<file path="src/verilog/csr_pkg.sv">
package csr_pkg;

    //////////////////////////////////////////////////////////////
    // CSR operation opcodes
    typedef enum logic [1:0] {
        OP_NONE = 2'd0,                         // No access
        OP_RW   = 2'd1,                         // CSRRW
        OP_RS   = 2'd2,                         // CSRRS
        OP_RC   = 2'd3                          // CSRRC
    } csr_op_e;

    //////////////////////////////////////////////////////////////
    // CSR addresses
    localparam logic [11:0] CSR_CYCLE     = 12'hC00;    // User counters
    localparam logic [11:0] CSR_CYCLEH    = 12'hC80;
    localparam logic [11:0] CSR_INSTRET   = 12'hC02;
    localparam logic [11:0] CSR_INSTRETH  = 12'hC82;

    localparam logic [11:0] CSR_MVENDORID = 12'hF11;    // Machine info
    localparam logic [11:0] CSR_MARCHID   = 12'hF12;
    localparam logic [11:0] CSR_MIMPID    = 12'hF13;
    localparam logic [11:0] CSR_MHARTID   = 12'hF14;

    localparam logic [11:0] CSR_MSTATUS   = 12'h300;    // Machine trap setup
    localparam logic [11:0] CSR_MISA      = 12'h301;
    localparam logic [11:0] CSR_MIE       = 12'h304;
    localparam logic [11:0] CSR_MTVEC     = 12'h305;
    localparam logic [11:0] CSR_MSTATUSH  = 12'h310;

    localparam logic [11:0] CSR_MEPC      = 12'h341;    // Machine trap handling
    localparam logic [11:0] CSR_MCAUSE    = 12'h342;
    localparam logic [11:0] CSR_MIP       = 12'h344;

    //////////////////////////////////////////////////////////////
    // Trap cause codes
    localparam logic [3:0] CAUSE_INSTR_MISALIGNED = 4'd0;
    localparam logic [3:0] CAUSE_ILLEGAL          = 4'd2;
    localparam logic [3:0] CAUSE_LOAD_MISALIGNED  = 4'd4;
    localparam logic [3:0] CAUSE_STORE_MISALIGNED = 4'd6;

    localparam logic [3:0] CAUSE_SOFT_INT         = 4'd3;
    localparam logic [3:0] CAUSE_TIMER_INT        = 4'd7;
    localparam logic [3:0] CAUSE_EXT_INT          = 4'd11;

    //////////////////////////////////////////////////////////////
    // Identification values
    localparam logic [31:0] VENDOR_ID = 32'h0000_0000;    // Non-commercial
    localparam logic [31:0] ARCH_ID   = 32'h0000_0000;
    localparam logic [31:0] IMPL_ID   = 32'h0000_0001;
    localparam logic [31:0] HART_ID   = 32'h0000_0000;    // Single hart

    // MXL=1 (RV32), M at bit 12, I at bit 8
    localparam logic [31:0] MISA_VALUE = 32'h4000_1100;

    //////////////////////////////////////////////////////////////
    // Field positions
    localparam int MIE_BIT  = 3;                // mstatus.MIE
    localparam int MSIE_BIT = 3;                // Software int, mie/mip
    localparam int MTIE_BIT = 7;                // Timer int
    localparam int MEIE_BIT = 11;               // External int

endpackage
</file>
<file path="src/verilog/csr_port_if.sv">
`timescale 1ns/1ps

// Link between the access logic and one register block
interface csr_port_if;

    logic [11:0] addr;      // CSR address
    logic [31:0] wdata;     // Read-modify-write result
    logic        we;        // Write strobe, only raised on hit
    logic [31:0] rdata;     // Zero when not hit
    logic        hit;       // Address belongs to this block

    // Access side
    modport master (
        output addr,
        output wdata,
        output we,
        input  rdata,
        input  hit
    );

    // Register block side
    modport block (
        input  addr,
        input  wdata,
        input  we,
        output rdata,
        output hit
    );

endinterface

</file>
<file path="src/verilog/csr_unit.sv">
`timescale 1ns/1ps

// Machine-mode CSR unit
module csr_unit import csr_pkg::*; (
    input  logic        clk_i,
    input  logic        rst_i,
    input  logic        instr_retired_i,

    // Exceptions
    input  logic        except_instr_addr_misaligned_i,
    input  logic        except_illegal_instr_i,
    input  logic        except_load_addr_misaligned_i,
    input  logic        except_store_addr_misaligned_i,

    // Interrupts
    input  logic        intrpt_external_i,
    input  logic        intrpt_timer_i,
    input  logic        intrpt_soft_i,

    input  logic [31:1] except_pc_i,

    // CSR access
    input  logic [11:0] addr_i,
    input  logic [31:0] data_i,
    input  csr_op_e     op_i,
    input  logic        we_i,
    output logic [31:0] data_o,

    // Trap outputs to the fetch stage
    output logic        trap_caught_o,
    output logic [31:0] trap_jump_addr_o
);

    csr_port_if ro_port ();            // To counters and IDs
    csr_port_if trap_port ();          // To trap registers

    csr_access u_access (
        .addr_i    (addr_i),
        .data_i    (data_i),
        .op_i      (op_i),
        .we_i      (we_i),
        .data_o    (data_o),
        .ro_port   (ro_port.master),
        .trap_port (trap_port.master)
    );

    csr_readonly_regs u_readonly (
        .clk_i           (clk_i),
        .rst_i           (rst_i),
        .instr_retired_i (instr_retired_i),
        .port            (ro_port.block)
    );

    csr_trap_regs u_trap (
        .clk_i                          (clk_i),
        .rst_i                          (rst_i),
        .except_instr_addr_misaligned_i (except_instr_addr_misaligned_i),
        .except_illegal_instr_i         (except_illegal_instr_i),
        .except_load_addr_misaligned_i  (except_load_addr_misaligned_i),
        .except_store_addr_misaligned_i (except_store_addr_misaligned_i),
        .intrpt_external_i              (intrpt_external_i),
        .intrpt_timer_i                 (intrpt_timer_i),
        .intrpt_soft_i                  (intrpt_soft_i),
        .except_pc_i                    (except_pc_i),
        .trap_caught_o                  (trap_caught_o),
        .trap_jump_addr_o               (trap_jump_addr_o),
        .port                           (trap_port.block)
    );

endmodule

</file>
<file path="src/verilog/csr_access.sv">
`timescale 1ns/1ps

// Address fan-out, read select and read-modify-write value
module csr_access import csr_pkg::*; (
    input  logic [11:0] addr_i,
    input  logic [31:0] data_i,
    input  csr_op_e     op_i,
    input  logic        we_i,
    output logic [31:0] data_o,

    csr_port_if.master  ro_port,       // Counters and IDs
    csr_port_if.master  trap_port      // Trap registers
);

    logic [31:0] read_value;           // Old value of the addressed CSR
    logic [31:0] write_value;          // Value after the op
    logic        write_req;            // Real write request

    //////////////////////////////////////////////////////////////
    // Read select
    // Both blocks see the same address, at most one hits
    assign ro_port.addr   = addr_i;
    assign trap_port.addr = addr_i;

    always_comb begin
        if (ro_port.hit) begin
            read_value = ro_port.rdata;
        end else if (trap_port.hit) begin
            read_value = trap_port.rdata;
        end else begin
            read_value = 32'd0;        // Unmapped reads zero
        end
    end

    assign data_o = read_value;

    //////////////////////////////////////////////////////////////
    // Read-modify-write
    always_comb begin
        case (op_i)
            OP_RW:   write_value = data_i;                 // Plain write
            OP_RS:   write_value = read_value | data_i;    // Set bits
            OP_RC:   write_value = read_value & ~data_i;   // Clear bits
            default: write_value = read_value;             // Unchanged
        endcase
    end

    assign ro_port.wdata   = write_value;
    assign trap_port.wdata = write_value;

    //////////////////////////////////////////////////////////////
    // Write strobes
    // Unmapped writes fall through, no block hits
    assign write_req = we_i && (op_i != OP_NONE);

    assign ro_port.we   = write_req && ro_port.hit;
    assign trap_port.we = write_req && trap_port.hit;

endmodule

</file>
<file path="src/verilog/csr_trap_regs.sv">
`timescale 1ns/1ps

// Machine trap state plus trap detection and vectoring
module csr_trap_regs import csr_pkg::*; (
    input  logic        clk_i,
    input  logic        rst_i,

    // Exception requests from the pipeline
    input  logic        except_instr_addr_misaligned_i,
    input  logic        except_illegal_instr_i,
    input  logic        except_load_addr_misaligned_i,
    input  logic        except_store_addr_misaligned_i,

    // Interrupt requests
    input  logic        intrpt_external_i,
    input  logic        intrpt_timer_i,
    input  logic        intrpt_soft_i,

    input  logic [31:1] except_pc_i,        // PC of the trapping instruction

    output logic        trap_caught_o,
    output logic [31:0] trap_jump_addr_o,

    csr_port_if.block   port
);

    // Register state
    logic        mstatus_mie;               // Global interrupt enable
    logic [31:0] mtvec;                     // Base in 31:2, mode in 1:0
    logic        mie_msie;
    logic        mie_mtie;
    logic        mie_meie;
    logic        mip_msip;
    logic        mip_mtip;
    logic        mip_meip;
    logic [31:1] mepc;
    logic        mcause_int;                // Interrupt flag, bit 31
    logic [3:0]  mcause_code;

    // Trap logic
    logic        except_any;
    logic [3:0]  except_cause;
    logic [3:0]  intrpt_cause;
    logic        except_caught;
    logic        int_ext;                   // Gated interrupts
    logic        int_timer;
    logic        int_soft;
    logic        intrpt_caught;
    logic        trap_is_int;               // Taken trap is an interrupt
    logic [3:0]  trap_cause;
    logic [31:0] mtvec_base;

    // Write strobes per register
    logic wr_mstatus;
    logic wr_mtvec;
    logic wr_mie;
    logic wr_mip;
    logic wr_mepc;

    assign wr_mstatus = port.we && (port.addr == CSR_MSTATUS);
    assign wr_mtvec   = port.we && (port.addr == CSR_MTVEC);
    assign wr_mie     = port.we && (port.addr == CSR_MIE);
    assign wr_mip     = port.we && (port.addr == CSR_MIP);
    assign wr_mepc    = port.we && (port.addr == CSR_MEPC);

    ////////////////////////////////////////////////////////////
    // Cause priority and gating
    assign except_any = except_illegal_instr_i | except_instr_addr_misaligned_i
                      | except_load_addr_misaligned_i | except_store_addr_misaligned_i;

    always_comb begin
        except_cause = CAUSE_INSTR_MISALIGNED;
        if (except_illegal_instr_i)              except_cause = CAUSE_ILLEGAL;
        else if (except_instr_addr_misaligned_i) except_cause = CAUSE_INSTR_MISALIGNED;
        else if (except_load_addr_misaligned_i)  except_cause = CAUSE_LOAD_MISALIGNED;
        else if (except_store_addr_misaligned_i) except_cause = CAUSE_STORE_MISALIGNED;
    end

    assign except_caught = mstatus_mie & except_any;    // Needs MIE only

    assign int_ext   = mstatus_mie & mie_meie & intrpt_external_i;
    assign int_timer = mstatus_mie & mie_mtie & intrpt_timer_i;
    assign int_soft  = mstatus_mie & mie_msie & intrpt_soft_i;

    assign intrpt_caught = int_ext | int_timer | int_soft;

    // External first, then software, then timer
    always_comb begin
        intrpt_cause = CAUSE_TIMER_INT;
        if (int_ext)       intrpt_cause = CAUSE_EXT_INT;
        else if (int_soft) intrpt_cause = CAUSE_SOFT_INT;
    end

    assign trap_caught_o = except_caught | intrpt_caught;
    assign trap_is_int   = intrpt_caught & ~except_caught;   // Exceptions win
    assign trap_cause    = except_caught ? except_cause : intrpt_cause;

    ////////////////////////////////////////////////////////////
    // Jump address
    assign mtvec_base = {mtvec[31:2], 2'b00};

    // Vectored only for interrupts, other modes behave as direct
    assign trap_jump_addr_o = (mtvec[1:0] == 2'b01 && trap_is_int) ?
                              mtvec_base + {26'd0, trap_cause, 2'b00} : mtvec_base;

    ////////////////////////////////////////////////////////////
    // mstatus
    always_ff @(posedge clk_i) begin
        if (rst_i) begin
            mstatus_mie <= 1'b0;
        end else if (wr_mstatus) begin
            mstatus_mie <= port.wdata[MIE_BIT];   // No auto clear on trap
        end
    end

    ////////////////////////////////////////////////////////////
    // mtvec
    always_ff @(posedge clk_i) begin
        if (rst_i) begin
            mtvec <= 32'd0;
        end else if (wr_mtvec) begin
            mtvec <= port.wdata;                  // All bits kept
        end
    end

    ////////////////////////////////////////////////////////////
    // mie
    always_ff @(posedge clk_i) begin
        if (rst_i) begin
            mie_msie <= 1'b0;
            mie_mtie <= 1'b0;
            mie_meie <= 1'b0;
        end else if (wr_mie) begin
            mie_msie <= port.wdata[MSIE_BIT];
            mie_mtie <= port.wdata[MTIE_BIT];
            mie_meie <= port.wdata[MEIE_BIT];
        end
    end

    ////////////////////////////////////////////////////////////
    // mip
    always_ff @(posedge clk_i) begin
        if (rst_i) begin
            mip_msip <= 1'b0;
            mip_mtip <= 1'b0;
            mip_meip <= 1'b0;
        end else if (wr_mip) begin
            mip_msip <= port.wdata[MSIE_BIT];     // Software write wins
            mip_mtip <= port.wdata[MTIE_BIT];
            mip_meip <= port.wdata[MEIE_BIT];
        end else begin
            if (int_soft)  mip_msip <= 1'b1;      // Set on gated request
            if (int_timer) mip_mtip <= 1'b1;
            if (int_ext)   mip_meip <= 1'b1;
        end
    end

    ////////////////////////////////////////////////////////////
    // mepc
    always_ff @(posedge clk_i) begin
        if (rst_i) begin
            mepc <= 31'd0;
        end else if (trap_caught_o) begin
            mepc <= except_pc_i;                  // Trap beats software
        end else if (wr_mepc) begin
            mepc <= port.wdata[31:1];
        end
    end

    ////////////////////////////////////////////////////////////
    // mcause
    always_ff @(posedge clk_i) begin
        if (rst_i) begin
            mcause_int  <= 1'b0;
            mcause_code <= 4'd0;
        end else if (trap_caught_o) begin
            mcause_int  <= trap_is_int;
            mcause_code <= trap_cause;
        end
    end

    ////////////////////////////////////////////////////////////
    // Read decode
    always_comb begin
        port.hit   = 1'b1;
        port.rdata = 32'd0;
        case (port.addr)
            CSR_MSTATUS:  port.rdata[MIE_BIT] = mstatus_mie;
            CSR_MSTATUSH: port.rdata = 32'd0;                 // Nothing implemented
            CSR_MTVEC:    port.rdata = mtvec;
            CSR_MIE: begin
                port.rdata[MSIE_BIT] = mie_msie;
                port.rdata[MTIE_BIT] = mie_mtie;
                port.rdata[MEIE_BIT] = mie_meie;
            end
            CSR_MIP: begin
                port.rdata[MSIE_BIT] = mip_msip;
                port.rdata[MTIE_BIT] = mip_mtip;
                port.rdata[MEIE_BIT] = mip_meip;
            end
            CSR_MEPC:     port.rdata = {mepc, 1'b0};          // Bit 0 reads zero
            CSR_MCAUSE:   port.rdata = {mcause_int, 27'd0, mcause_code};
            default:      port.hit   = 1'b0;
        endcase
    end

endmodule

</file>
<file path="src/verilog/csr_readonly_regs.sv">
`timescale 1ns/1ps

// Counters and constant machine info, never written by software
module csr_readonly_regs import csr_pkg::*; (
    input  logic           clk_i,
    input  logic           rst_i,
    input  logic           instr_retired_i,   // One instruction retired this cycle
    csr_port_if.block      port
);

    logic [63:0] cycle_cnt;                    // Free running
    logic [63:0] instret_cnt;                  // Retired instructions

    //////////////////////////////////////////////////////////////
    // Cycle counter
    always_ff @(posedge clk_i) begin
        if (rst_i) begin
            cycle_cnt <= 64'd0;
        end else begin
            cycle_cnt <= cycle_cnt + 64'd1;    // Every cycle out of reset
        end
    end

    //////////////////////////////////////////////////////////////
    // Instret counter
    always_ff @(posedge clk_i) begin
        if (rst_i) begin
            instret_cnt <= 64'd0;
        end else if (instr_retired_i) begin
            instret_cnt <= instret_cnt + 64'd1;
        end
    end

    //////////////////////////////////////////////////////////////
    // Read decode
    // Writes are dropped, port.we has no effect here
    always_comb begin
        port.hit   = 1'b1;
        port.rdata = 32'd0;
        case (port.addr)
            CSR_CYCLE:     port.rdata = cycle_cnt[31:0];
            CSR_CYCLEH:    port.rdata = cycle_cnt[63:32];
            CSR_INSTRET:   port.rdata = instret_cnt[31:0];
            CSR_INSTRETH:  port.rdata = instret_cnt[63:32];

            CSR_MVENDORID: port.rdata = VENDOR_ID;
            CSR_MARCHID:   port.rdata = ARCH_ID;
            CSR_MIMPID:    port.rdata = IMPL_ID;
            CSR_MHARTID:   port.rdata = HART_ID;

            CSR_MISA:      port.rdata = MISA_VALUE;   // Fixed I and M

            default: begin
                port.hit   = 1'b0;                    // Not ours
                port.rdata = 32'd0;
            end
        endcase
    end

endmodule

</file>
<file path="config.mk">
export PLATFORM = sky130hd
export DESIGN_NAME = csr_unit
export DESIGN_NICKNAME = d
export VERILOG_FILES = /design/src/verilog/csr_pkg.sv /design/src/verilog/csr_port_if.sv /design/src/verilog/csr_unit.sv /design/src/verilog/csr_access.sv /design/src/verilog/csr_trap_regs.sv /design/src/verilog/csr_readonly_regs.sv
export SDC_FILE = /design/constraint.sdc
export NUM_CORES = 1
export LEC_CHECK = 0
export ABC_CLOCK_PERIOD_IN_PS = 4800
export BUFFER_PORTS_ARGS = -buffer_cell sky130_fd_sc_hd__buf_2
export CORE_UTILIZATION = 30
export DETAILED_ROUTE_END_ITERATION = 10
export GPL_ROUTABILITY_DRIVEN = 0
export PLACE_DENSITY = 0.46
export SLEW_MARGIN = 5
export SYNTH_ARGS = -nofsm -noshare
export SYNTH_HDL_FRONTEND = slang
export SYNTH_SLANG_ARGS = --single-unit
export TNS_END_PERCENT = 50
</file>
<file path="constraint.sdc">
create_clock -name clk_i -period 4.8 [get_ports clk_i]
set_clock_uncertainty 0.1 [all_clocks]
set_input_delay 0.24 -clock clk_i [delete_from_list [all_inputs] [get_ports clk_i]]
set_output_delay 0.24 -clock clk_i [all_outputs]
set_load 0.01 [all_outputs]
</file>
==> key figures, run 1 <==
Layout
  • Final net count: around 1,800
  • Layout cell share with drive strength beyond 1: 14.2%
  • Antenna Cells: 0
  • Layout area overhead: 23.3%
  • Most common cell after layout, fill and taps aside: nor2_1
  • Most frequent cells in the layout: nor2_1 (204), dfxtp_1 (203), nand2_1 (149), buf_2 (148), nand3_1 (89)

Yosys
  • Top_reg_cell synth: dfxtp_1
  • Share of the synthesized area in the top cell type: between 30% and 40%
  • Synthesized area: roughly 12,000 um2
  • Synth top area cells: dfxtp_1 (33%), nor2_1 (6.2%), xor2_1 (5.8%), nand2_1 (4.5%), mux2i_1 (4.4%)
  • Unique masters post-synth: just over 80
  • Share of synthesized flip-flops with an asynchronous set or reset: 0%
  • Total number of yosys warnings: 0
  • Post-synth EDFFs: 0
  • Avg Synthesized Cell Area: between 7 and 8 um2
  • Post-synthesis cell count: between 1,500 and 2,000
  • Sequential share of the synthesized area: between 30 and 40%
  • Cell taking the most area after synthesis: dfxtp_1
  • Synthesized flop and latch total: approximately 200

GRT
  • GRT overflow: 0
  • Antenna violations before repair: 0
  • Vias in the first global route: 12,300
  • Overall routing resource usage: about a quarter
  • Pin count of the biggest net entering global routing: 67
  • First-pass GRT wire length: 75.8 mm

Flow run
  • # Max-Cap Violations: 0

Pwr
  • Maximum vdd drop: between 0.0002 and 0.00025 V
  • Pleak: approximately 0.0057 uW
  • Pwr Density: 258 nW/um2

Clocking
  • Clock root buffer: clkbuf_16
  • Worst skew pair latency: around 0.56 ns
  • Clock transition at path regs: approximately 0.06 ns
  • Clock buffer depth: 3
  • CTS tree: done
  • TritonCTS Buffers: 27
  • Clk sink count: slightly above 200
  • H-tree depth: 1

STA
  • Worst setup slack after layout: 0.552 ns
  • Final hold vios: 0
  • Fin crit share: between 80% and 90%
  • Tightest Pin Transition: between 1 and 1.5 ns
  • Fmax: roughly 240 MHz
  • Relative max-transition margin: about a fifth
  • Final TNS setup: 0 ns
  • Final setup vio count: 0
  • Crit path time final: around 4.2 ns
  • RSZ-0062 raised after global routing: false
  • Fin. max-slew vios: 0

Routing
  • WL per Instance: 21.6 um
  • DRT antenna net count: 0
  • Via Count: 12,800
  • Total Routed Length: ~50 mm
  • DRT Pass-1 Iters: 5
  • Vias per Instance: approximately 5.6
  • Post-route DRC: 0
  • DRT iter0 DRCs: about 1,200

Die
  • Die Ht: slightly above 200 um
  • Row cnt: 74
  • Core Box Area: about 41,000 um2
  • Initial Util: between 30% and 40%
  • Die area: between 40,000 and 50,000 um2
  • Top Ports: 153
  • Die width: ~210 um

Worst setup path
  • Critical path type: in -> out
  • Worst path slowest cell: nor4_1
  • Crit Path Max Fanout: 4
  • Reg-to-reg slack, setup: about 1.2 ns
  • Worst EP arrival: ~3.9 ns
  • Cell family with most CP delay: simple AND/OR/NAND/NOR gates
  • CP Launch Type: input port
  • Critical path buffers and inverters: 5
  • Crit path largest cell delay: approximately 0.77 ns
  • CP Capture Type: output port
  • WP data required: about 4.5 ns
  • Critical path cell sequence: dlygate4sd3_1, buf_2, nor4_1, nor2_1, inv_1, ha_1, inv_1, fa_1, nor2b_1, o21a_1, o21bai_1, nor4_1, nand3_1, xnor2_1, buf_2

Place
  • DP Wirelength: approximately 37 mm
  • Pre-CTS setup slack: 1.08 ns
  • Buffers added on ports: 150

Min path
  • HP Class: in -> reg

Run status
  • Outcome: complete, no violations
stage by stage:
stage / cells / utilization, % / power (uW) / area, um2 / hold WS, ns
after floorplan: 1563 / - / 1860 / 12400 / 0.249
after global placement: 2169 / 33.3 / 1960 / 13600 / 0.360
after detailed placement: 2169 / 33.3 / 1960 / 13600 / 0.366
after CTS: 2303 / 37.5 / 4010 / 15300 / 0.000444
after global routing: 2303 / 37.5 / 4100 / 15300 / 0.0325
final: 2303 / 37.5 / 3960 / 15300 / 0.0317
state kept, by name, summed over array words and instances, names as in the netlist:
| signal | count |
|---|---|
| u_readonly.cycle_cnt | 64 |
| u_readonly.instret_cnt | 64 |
| u_trap.mcause_code | 4 |
| u_trap.mcause_int | 1 |
| u_trap.mepc | 31 |
| u_trap.mie_meie | 1 |
| u_trap.mie_msie | 1 |
| u_trap.mie_mtie | 1 |
| u_trap.mip_meip | 1 |
| u_trap.mip_msip | 1 |
| u_trap.mip_mtip | 1 |
| u_trap.mstatus_mie | 1 |
| u_trap.mtvec | 32 |
final cells by class:
class | count | area, um2
Timing Repair Buffer | 257 | 1780
Tap cell | 532 | 666
Multi-Input combinational cell | 1235 | 7850
Clock buffer | 39 | 801
Fill cell | 4241 | 25500
Clock inverter | 10 | 70.1
Sequential cell | 203 | 4060
Inverter | 27 | 101
per-layer routing:
layer	wire (um)	GRT usage, %	share of wire [%]
met1	22500	31.2	45
met4	1030	6.24	2.1
met3	2810	2.82	5.6
met2	23400	39.1	47
met5	0	0	0
worst min-delay path: stages:
cell,delay (ns)
buf_2,0.20
o2111ai_1,0.13
a211oi_1,0.07
worst paths after layout:
kind	start	end	cells after the start
hold reg to reg	u_trap.mcause_code[0]	u_trap.mcause_code[0]	1
setup / recovery	except_illegal_instr_i	trap_jump_addr_o[30]	15
setup reg to reg	u_trap.mie_meie	u_trap.mepc[23]	8
hold / removal	we_i	u_trap.mepc[5]	3
synthesized netlist by cell type, types with 16 or more instances:
cell,instances
o22ai_1,32
xor2_1,83
a22oi_1,33
a221oi_1,18
dfxtp_1,203
clkbuf_1,54
buf_2,30
nand2_1,149
inv_1,25
or3_1,17
mux2i_1,55
nor2_1,204
a211oi_1,16
and3_1,35
nand4_1,57
nor3_1,27
xnor2_1,58
a21oi_1,50
nand3_1,89
and4_1,18
o21ai_0,59
logic make-up after synthesis:
group	count (synthesis)	synth area share, %
AND/OR/NAND/NOR	691	28.8
AO/OA/AOI/OAI	334	18.6
flip-flops	203	32.7
XOR/XNOR	141	9.94
buffers and inverters	125	4.30
multiplexers	60	4.88
adder cells (fa/ha/maj)	7	0.765
other	1	0.0302
where the power goes:
| group | internal, uW | switching, uW |
|---|---|---|
| logic | 109 | 166 |
| registers | 1690 | 8.35 |
| clock network | 1160 | 829 |
| total | 2960 | 1000 |
what timing repair did:
| action | CTS | global route |
|---|---|---|
| hold buffers | 85 | 0 |
| hold endpoints to repair | 82 | 0 |
| gates resized for setup | 0 | 0 |
| buffers inserted | 0 | 0 |
Note: power is estimated with default switching activity, not from simulation.
==> run 2, diff against run 1 <==
--- a/config.mk
+++ b/config.mk
@@ -14,5 +14,6 @@
 export SLEW_MARGIN = 5
 export SYNTH_ARGS = -nofsm -noshare
 export SYNTH_HDL_FRONTEND = slang
+export SYNTH_HIERARCHICAL = 1
 export SYNTH_SLANG_ARGS = --single-unit
 export TNS_END_PERCENT = 50
==> run 2 against run 1 <==
Critical path depth fell by 2. Critical endpoint is now trap_jump_addr_o[18]. Worst setup slack better by 0.31 ns. Synthesized area rose by 2.2%. Total power decreased by 5.9%. Maximum frequency up 7.8%. Final area decreased by 4.8%. Clock power fell by 9%. Sequential share of layout area grew 1.3 points. Critical path type unchanged. Sequential cell count did not move. Non-clock buffer count decreased by 51.
==> key figures, run 2 <==
Die
  • Die Ht: 208 um
  • Initial Util: about 30%
  • Row cnt: 75
  • Die width: between 200 and 250 um
  • Top Ports: between 150 and 200
  • Core Box Area: between 40,000 and 50,000 um2
  • Die area: about 43,000 um2

Worst setup path
  • Critical path type: in -> out
  • WP data required: between 4 and 5 ns
  • Crit Path Max Fanout: 7
  • CP Capture Type: output port
  • CP Launch Type: input port
  • Worst EP arrival: around 3.6 ns

GRT
  • Antenna violations before repair: 2
  • GRT overflow: 0
  • Vias in the first global route: 11,500
  • Met2 Track Usage GR: 34.9%
  • First-pass GRT wire length: between 70 and 80 mm
  • Met3 usage: around 1.9%
  • Pin count of the biggest net entering global routing: 106
  • Grt peak-use layer: met2
  • Overall routing resource usage: between 20% and 30%
  • M1 GR Usage: 29.1%

Clocking
  • Clk sink count: ~200
  • H-tree depth: 1
  • Worst skew pair latency: between 0.5 and 0.6 ns
  • CTS resizes: 0
  • TritonCTS Buffers: 25
  • CTS tree: done
  • Clock root buffer: clkbuf_16
  • Clock transition at path regs: approximately 0.06 ns
  • Clock buffer depth: 3

Layout
  • Layout filler cell count: 4,425
  • Layout area overhead: 14.9%
  • Final net count: 1,767
  • Largest registers: u_readonly/cycle_cnt (64), u_readonly/instret_cnt (64), u_trap/mtvec (32)
  • Most common cell after layout, fill and taps aside: dfxtp_1
  • Layout cell share with drive strength beyond 1: about 14%
  • Final non-filler cell total: 2,230
  • Most frequent cells in the layout: dfxtp_1 (203), nand2_1 (192), buf_2 (149), nor2_1 (147), a21oi_1 (118)

Yosys
  • Post-synthesis cell count: approximately 1,600
  • Synthesized area: 12,700 um2
  • Avg Synthesized Cell Area: between 7 and 8 um2
  • Total number of yosys warnings: 6

Pwr
  • Combinational power share: between 5 and 6%
  • Pleak: between 0.005 and 0.006 uW
  • Pint: roughly 2800 uW
  • Maximum vdd drop: ~0.00022 V
  • Pwr Density: 255 nW/um2
  • Seq pwr share: 45.5%
  • Sw Share: between 20% and 30%
  • Clock Power Share: about half
  • Psw: just under 900 uW

Routing
  • DRT Pass-1 Iters: 7
  • WL per Instance: between 20 and 25 um
  • DRT antenna net count: 0
  • Via Count: between 10,000 and 15,000
  • Vias per Instance: 5.62
  • DRT iter0 DRCs: 1,175
  • Post-route DRC: 0
  • Total Routed Length: ~47 mm

Flow run
  • # Max-Cap Violations: 0

Place
  • Buffers added on ports: 150
  • DP Wirelength: ~35 mm
  • Placed cells: around 2,200

STA
  • Final setup vio count: 0
  • Final hold vios: 0
  • Fmax: roughly 250 MHz
  • Fin. max-slew vios: 0
  • Tightest Pin Transition: between 0.8 and 0.9 ns
  • Hold WS: approximately 0.050 ns
  • Relative max-transition margin: 42.3%
  • Crit path time final: around 3.9 ns
  • RSZ-0062 raised after global routing: false
  • Fin crit share: between 80% and 90%
  • Final TNS setup: 0 ns

Min path
  • HP Class: in -> reg

Run status
  • Outcome: complete, no violations
## run 2: critical path, cell delays in order
cell and delay [ns]:
dlygate4sd3_1 0.53, buf_2 0.13, or4_4 0.59, nand2_1 0.15
ha_1 0.19, inv_1 0.05, fa_1 0.40, nor2b_1 0.17
o22ai_1 0.18, and3b_1 0.43, nand4_1 0.15, xnor2_1 0.22
buf_2 0.17
## run 2: area by class of cell
cell class / instances / area (um2) / area share [%]
flip-flops and latches: 203 / 4060 / 27.9
clock buffers: 38 / 734 / 5.04
well taps: 539 / 674 / 4.62
clock inverters: 7 / 41.3 / 0.283
inverters: 29 / 109 / 0.746
diodes: 1 / 2.50 / 0.0172
repair buffers: 206 / 1270 / 8.72
multi-input cells: 1207 / 7690 / 52.7
## run 2: routing by layer
metal | part of all wire (%) | up-vias
li1 | - | 6011
met1 | 46 | 6082
met2 | 47 | 377
met3 | 5.2 | 62
met4 | 2.2 | 0
met5 | 0 | -
## run 2: final timing paths
check	from	end	slack (ns)	cells after the start
max reg2reg	u_readonly/instret_cnt[17]	u_readonly/instret_cnt[52]	1.68	5
min	intrpt_timer_i	u_trap/mip_mtip	0.05	5
max	except_illegal_instr_i	trap_jump_addr_o[18]	0.86	13
min reg2reg	u_trap/mtvec[1]	u_trap/mtvec[1]	0.38	2
## run 2: per-stage QoR
| stage | total power [uW] | utilization (%) | setup slack (ns) | area, um2 |
|---|---|---|---|---|
| after floorplan | 1890 | - | 1.61 | 12700 |
| after global placement | 1930 | 32.2 | 1.14 | 13500 |
| after detailed placement | 1930 | 32.2 | 1.01 | 13500 |
| after CTS | 3760 | 34.8 | 0.872 | 14600 |
| after global routing | 3860 | 34.8 | 0.670 | 14600 |
| final | 3720 | 34.8 | 0.858 | 14600 |
## run 2: power by group through the flow
| stage | Sequential [uW] | Combinational, uW | Clock (uW) |
|---|---|---|---|
| floorplan | 1730 | 159 | 0 |
| global placement | 1730 | 195 | 0 |
| detailed placement | 1730 | 195 | 0 |
| CTS | 1690 | 216 | 1850 |
| global route | 1690 | 234 | 1930 |
| finish | 1690 | 217 | 1810 |
## run 2: repair_timing
item / 4_1_cts / 5_1_grt
buffers inserted: 0 / 0
endpoints found under the hold margin: 35 / 0
hold buffers: 33 / 0
==> run 3, diff against run 2 <==
--- a/config.mk
+++ b/config.mk
@@ -5,7 +5,7 @@
 export SDC_FILE = /design/constraint.sdc
 export NUM_CORES = 1
 export LEC_CHECK = 0
-export ABC_CLOCK_PERIOD_IN_PS = 4800
+export ABC_CLOCK_PERIOD_IN_PS = 3900
 export BUFFER_PORTS_ARGS = -buffer_cell sky130_fd_sc_hd__buf_2
 export CORE_UTILIZATION = 30
 export DETAILED_ROUTE_END_ITERATION = 10
==> constraint.sdc (replaced) <==
create_clock -name clk_i -period 3.9 [get_ports clk_i]
set_clock_uncertainty 0.1 [all_clocks]
set_input_delay 0.195 -clock clk_i [delete_from_list [all_inputs] [get_ports clk_i]]
set_output_delay 0.195 -clock clk_i [all_outputs]
set_load 0.01 [all_outputs]
==> run 3 against run 2 <==
Non-clock buffer count up 16. Total power is 29% higher. Cell count grew 0.72%. Hold slack lost 0.029 ns. Sequential power up 24%. Final area rose by 1.8%. Die area unchanged. Utilization increased by 0.61 points. Combinational power is 29% higher. Global-route usage is 0.089 points lower.
==> key figures, run 3 (synthesis gave the netlist of run 2 again) <==
Run status
  • Outcome: complete, no violations

Worst setup path
  • Critical path type: in -> out
  • WP data required: 3.61 ns
  • Crit Path Max Fanout: 6
  • Worst EP arrival: ~3.4 ns
  • CP Capture Type: output port
  • CP Launch Type: input port

STA
  • Final hold vios: 0
  • Crit path time final: around 3.7 ns
  • RSZ-0062 raised after global routing: false
  • Fmax: between 200 and 300 MHz
  • Relative max-transition margin: between 40% and 50%
  • Tightest Pin Transition: roughly 0.8 ns
  • Fin. max-slew vios: 0
  • Final TNS setup: 0 ns
  • Fin crit share: 95.1%
  • Final setup vio count: 0

Die
  • Initial Util: a little under a third
  • Core Box Area: 41,900 um2
  • Row cnt: between 70 and 80
  • Top Ports: ~150
  • Die area: roughly 43,000 um2
  • Die width: ~210 um
  • Die Ht: 208 um

Clocking
  • Worst skew pair latency: 0.55 ns
  • Clock root buffer: clkbuf_16
  • H-tree depth: 1
  • Clock buffer depth: 3
  • Clk sink count: between 200 and 250
  • TritonCTS Buffers: 26
  • CTS tree: done
  • Clock transition at path regs: approximately 0.050 ns
  • Total setup buffers inserted after CTS: 0

Routing
  • Total Routed Length: about 46 mm
  • DRT antenna net count: 0
  • Via Count: 12,500
  • Vias per Instance: around 5.6
  • WL per Instance: 20.5 um
  • DRT iter0 DRCs: ~1,400
  • DRT Pass-1 Iters: 9
  • Post-route DRC: 0

Layout
  • Final net count: ~1,800
  • Layout cell share with drive strength beyond 1: 14.8%
  • Largest registers: u_readonly/cycle_cnt (64), u_readonly/instret_cnt (64), u_trap/mtvec (32)
  • Layout area overhead: 16.9%
  • Most frequent cells in the layout: dfxtp_1 (203), nand2_1 (192), buf_2 (149), nor2_1 (147), a21oi_1 (118)
  • Most common cell after layout, fill and taps aside: dfxtp_1

Pwr
  • Total power draw: 4820 uW
  • Pleak: 0.00513 uW
  • Pwr Density: approximately 320 nW/um2
  • Maximum vdd drop: roughly 0.00027 V

GRT
  • Vias in the first global route: around 12,000
  • First-pass GRT wire length: 70.8 mm
  • Antenna violations before repair: 2
  • Overall routing resource usage: about a fifth
  • GRT overflow: 0
  • Pin count of the biggest net entering global routing: 97

Flow run
  • # Max-Cap Violations: 0

Place
  • Buffers added on ports: 150
  • DP Wirelength: around 34 mm

Min path
  • HP Class: in -> reg
## run 3: cell types whose count changed in the layout (fill, tap and decap cells not counted), sizes merged
cell / delta
dlygate4sd3: +9
clkinvlp: +1
buf: +7
inv: -1
diode: +1
bufinv: +2
clkbuf: +1
clkinv: -4
## run 3: path summary, 6_finish.rpt
path,from,to,slack [ns],cells after the start
min,intrpt_soft_i,u_trap/mip_msip,0.02,3
max,except_instr_addr_misaligned_i,trap_jump_addr_o[24],0.19,13
max reg2reg,u_readonly/cycle_cnt[0],u_readonly/cycle_cnt[56],0.94,6
min reg2reg,u_trap/mcause_code[0],u_trap/mcause_code[0],0.38,1
## run 3: cell type report
cell class	instances	area, um2
fill	4407	27000
multi-input combinational	1207	7690
sequential	203	4060
timing repair buffer	222	1440
clock buffer	39	781
tap	539	674
inverter	29	109
clock inverter	5	80.1
antenna	2	5.00
## run 3: worst max-delay path, stage by stage
cell	delay, ns
dlygate4sd3_1	0.53
buf_2	0.13
or4_4	0.61
nand2_1	0.12
ha_1	0.17
inv_1	0.05
fa_1	0.40
nor2b_1	0.13
o22ai_1	0.16
nor4b_4	0.41
nand4_1	0.16
xnor2_1	0.18
buf_2	0.16
## run 3: power breakdown
group	switching [uW]	total, uW	internal, uW
Combinational	159	281	121
Sequential	6.47	2090	2080
Clock	952	2450	1500
## run 3: timing repair
action	in CTS	in global routing
gates resized for setup	0	1
hold endpoints to repair	44	0
hold buffers	42	0
endpoints found under the setup margin	0	5
## run 3: layer usage
metal  global-route usage (%)  up-vias  share of wire (%)
met5                        0        -                  0
met1                     29.4     6038                 47
met4                     6.72        0                3.2
met2                     32.7      338                 45
li1                         -     6035                  -
met3                     2.62       63                5.2
## run 3: metrics by stage
step	area (um2)	std cells	setup slack (ns)	util, %	hold slack, ns
6_report	14800	2246	0.191	35.5	0.0209
5_1_grt	14800	2246	0.00786	35.5	0.0357
4_1_cts	14800	2244	0.105	35.4	0.0000130
3_5_place_dp	13600	2158	0.673	32.4	0.364
3_3_place_gp	13600	2158	0.696	32.4	0.362
2_1_floorplan	12700	1598	0.759	-	0.243
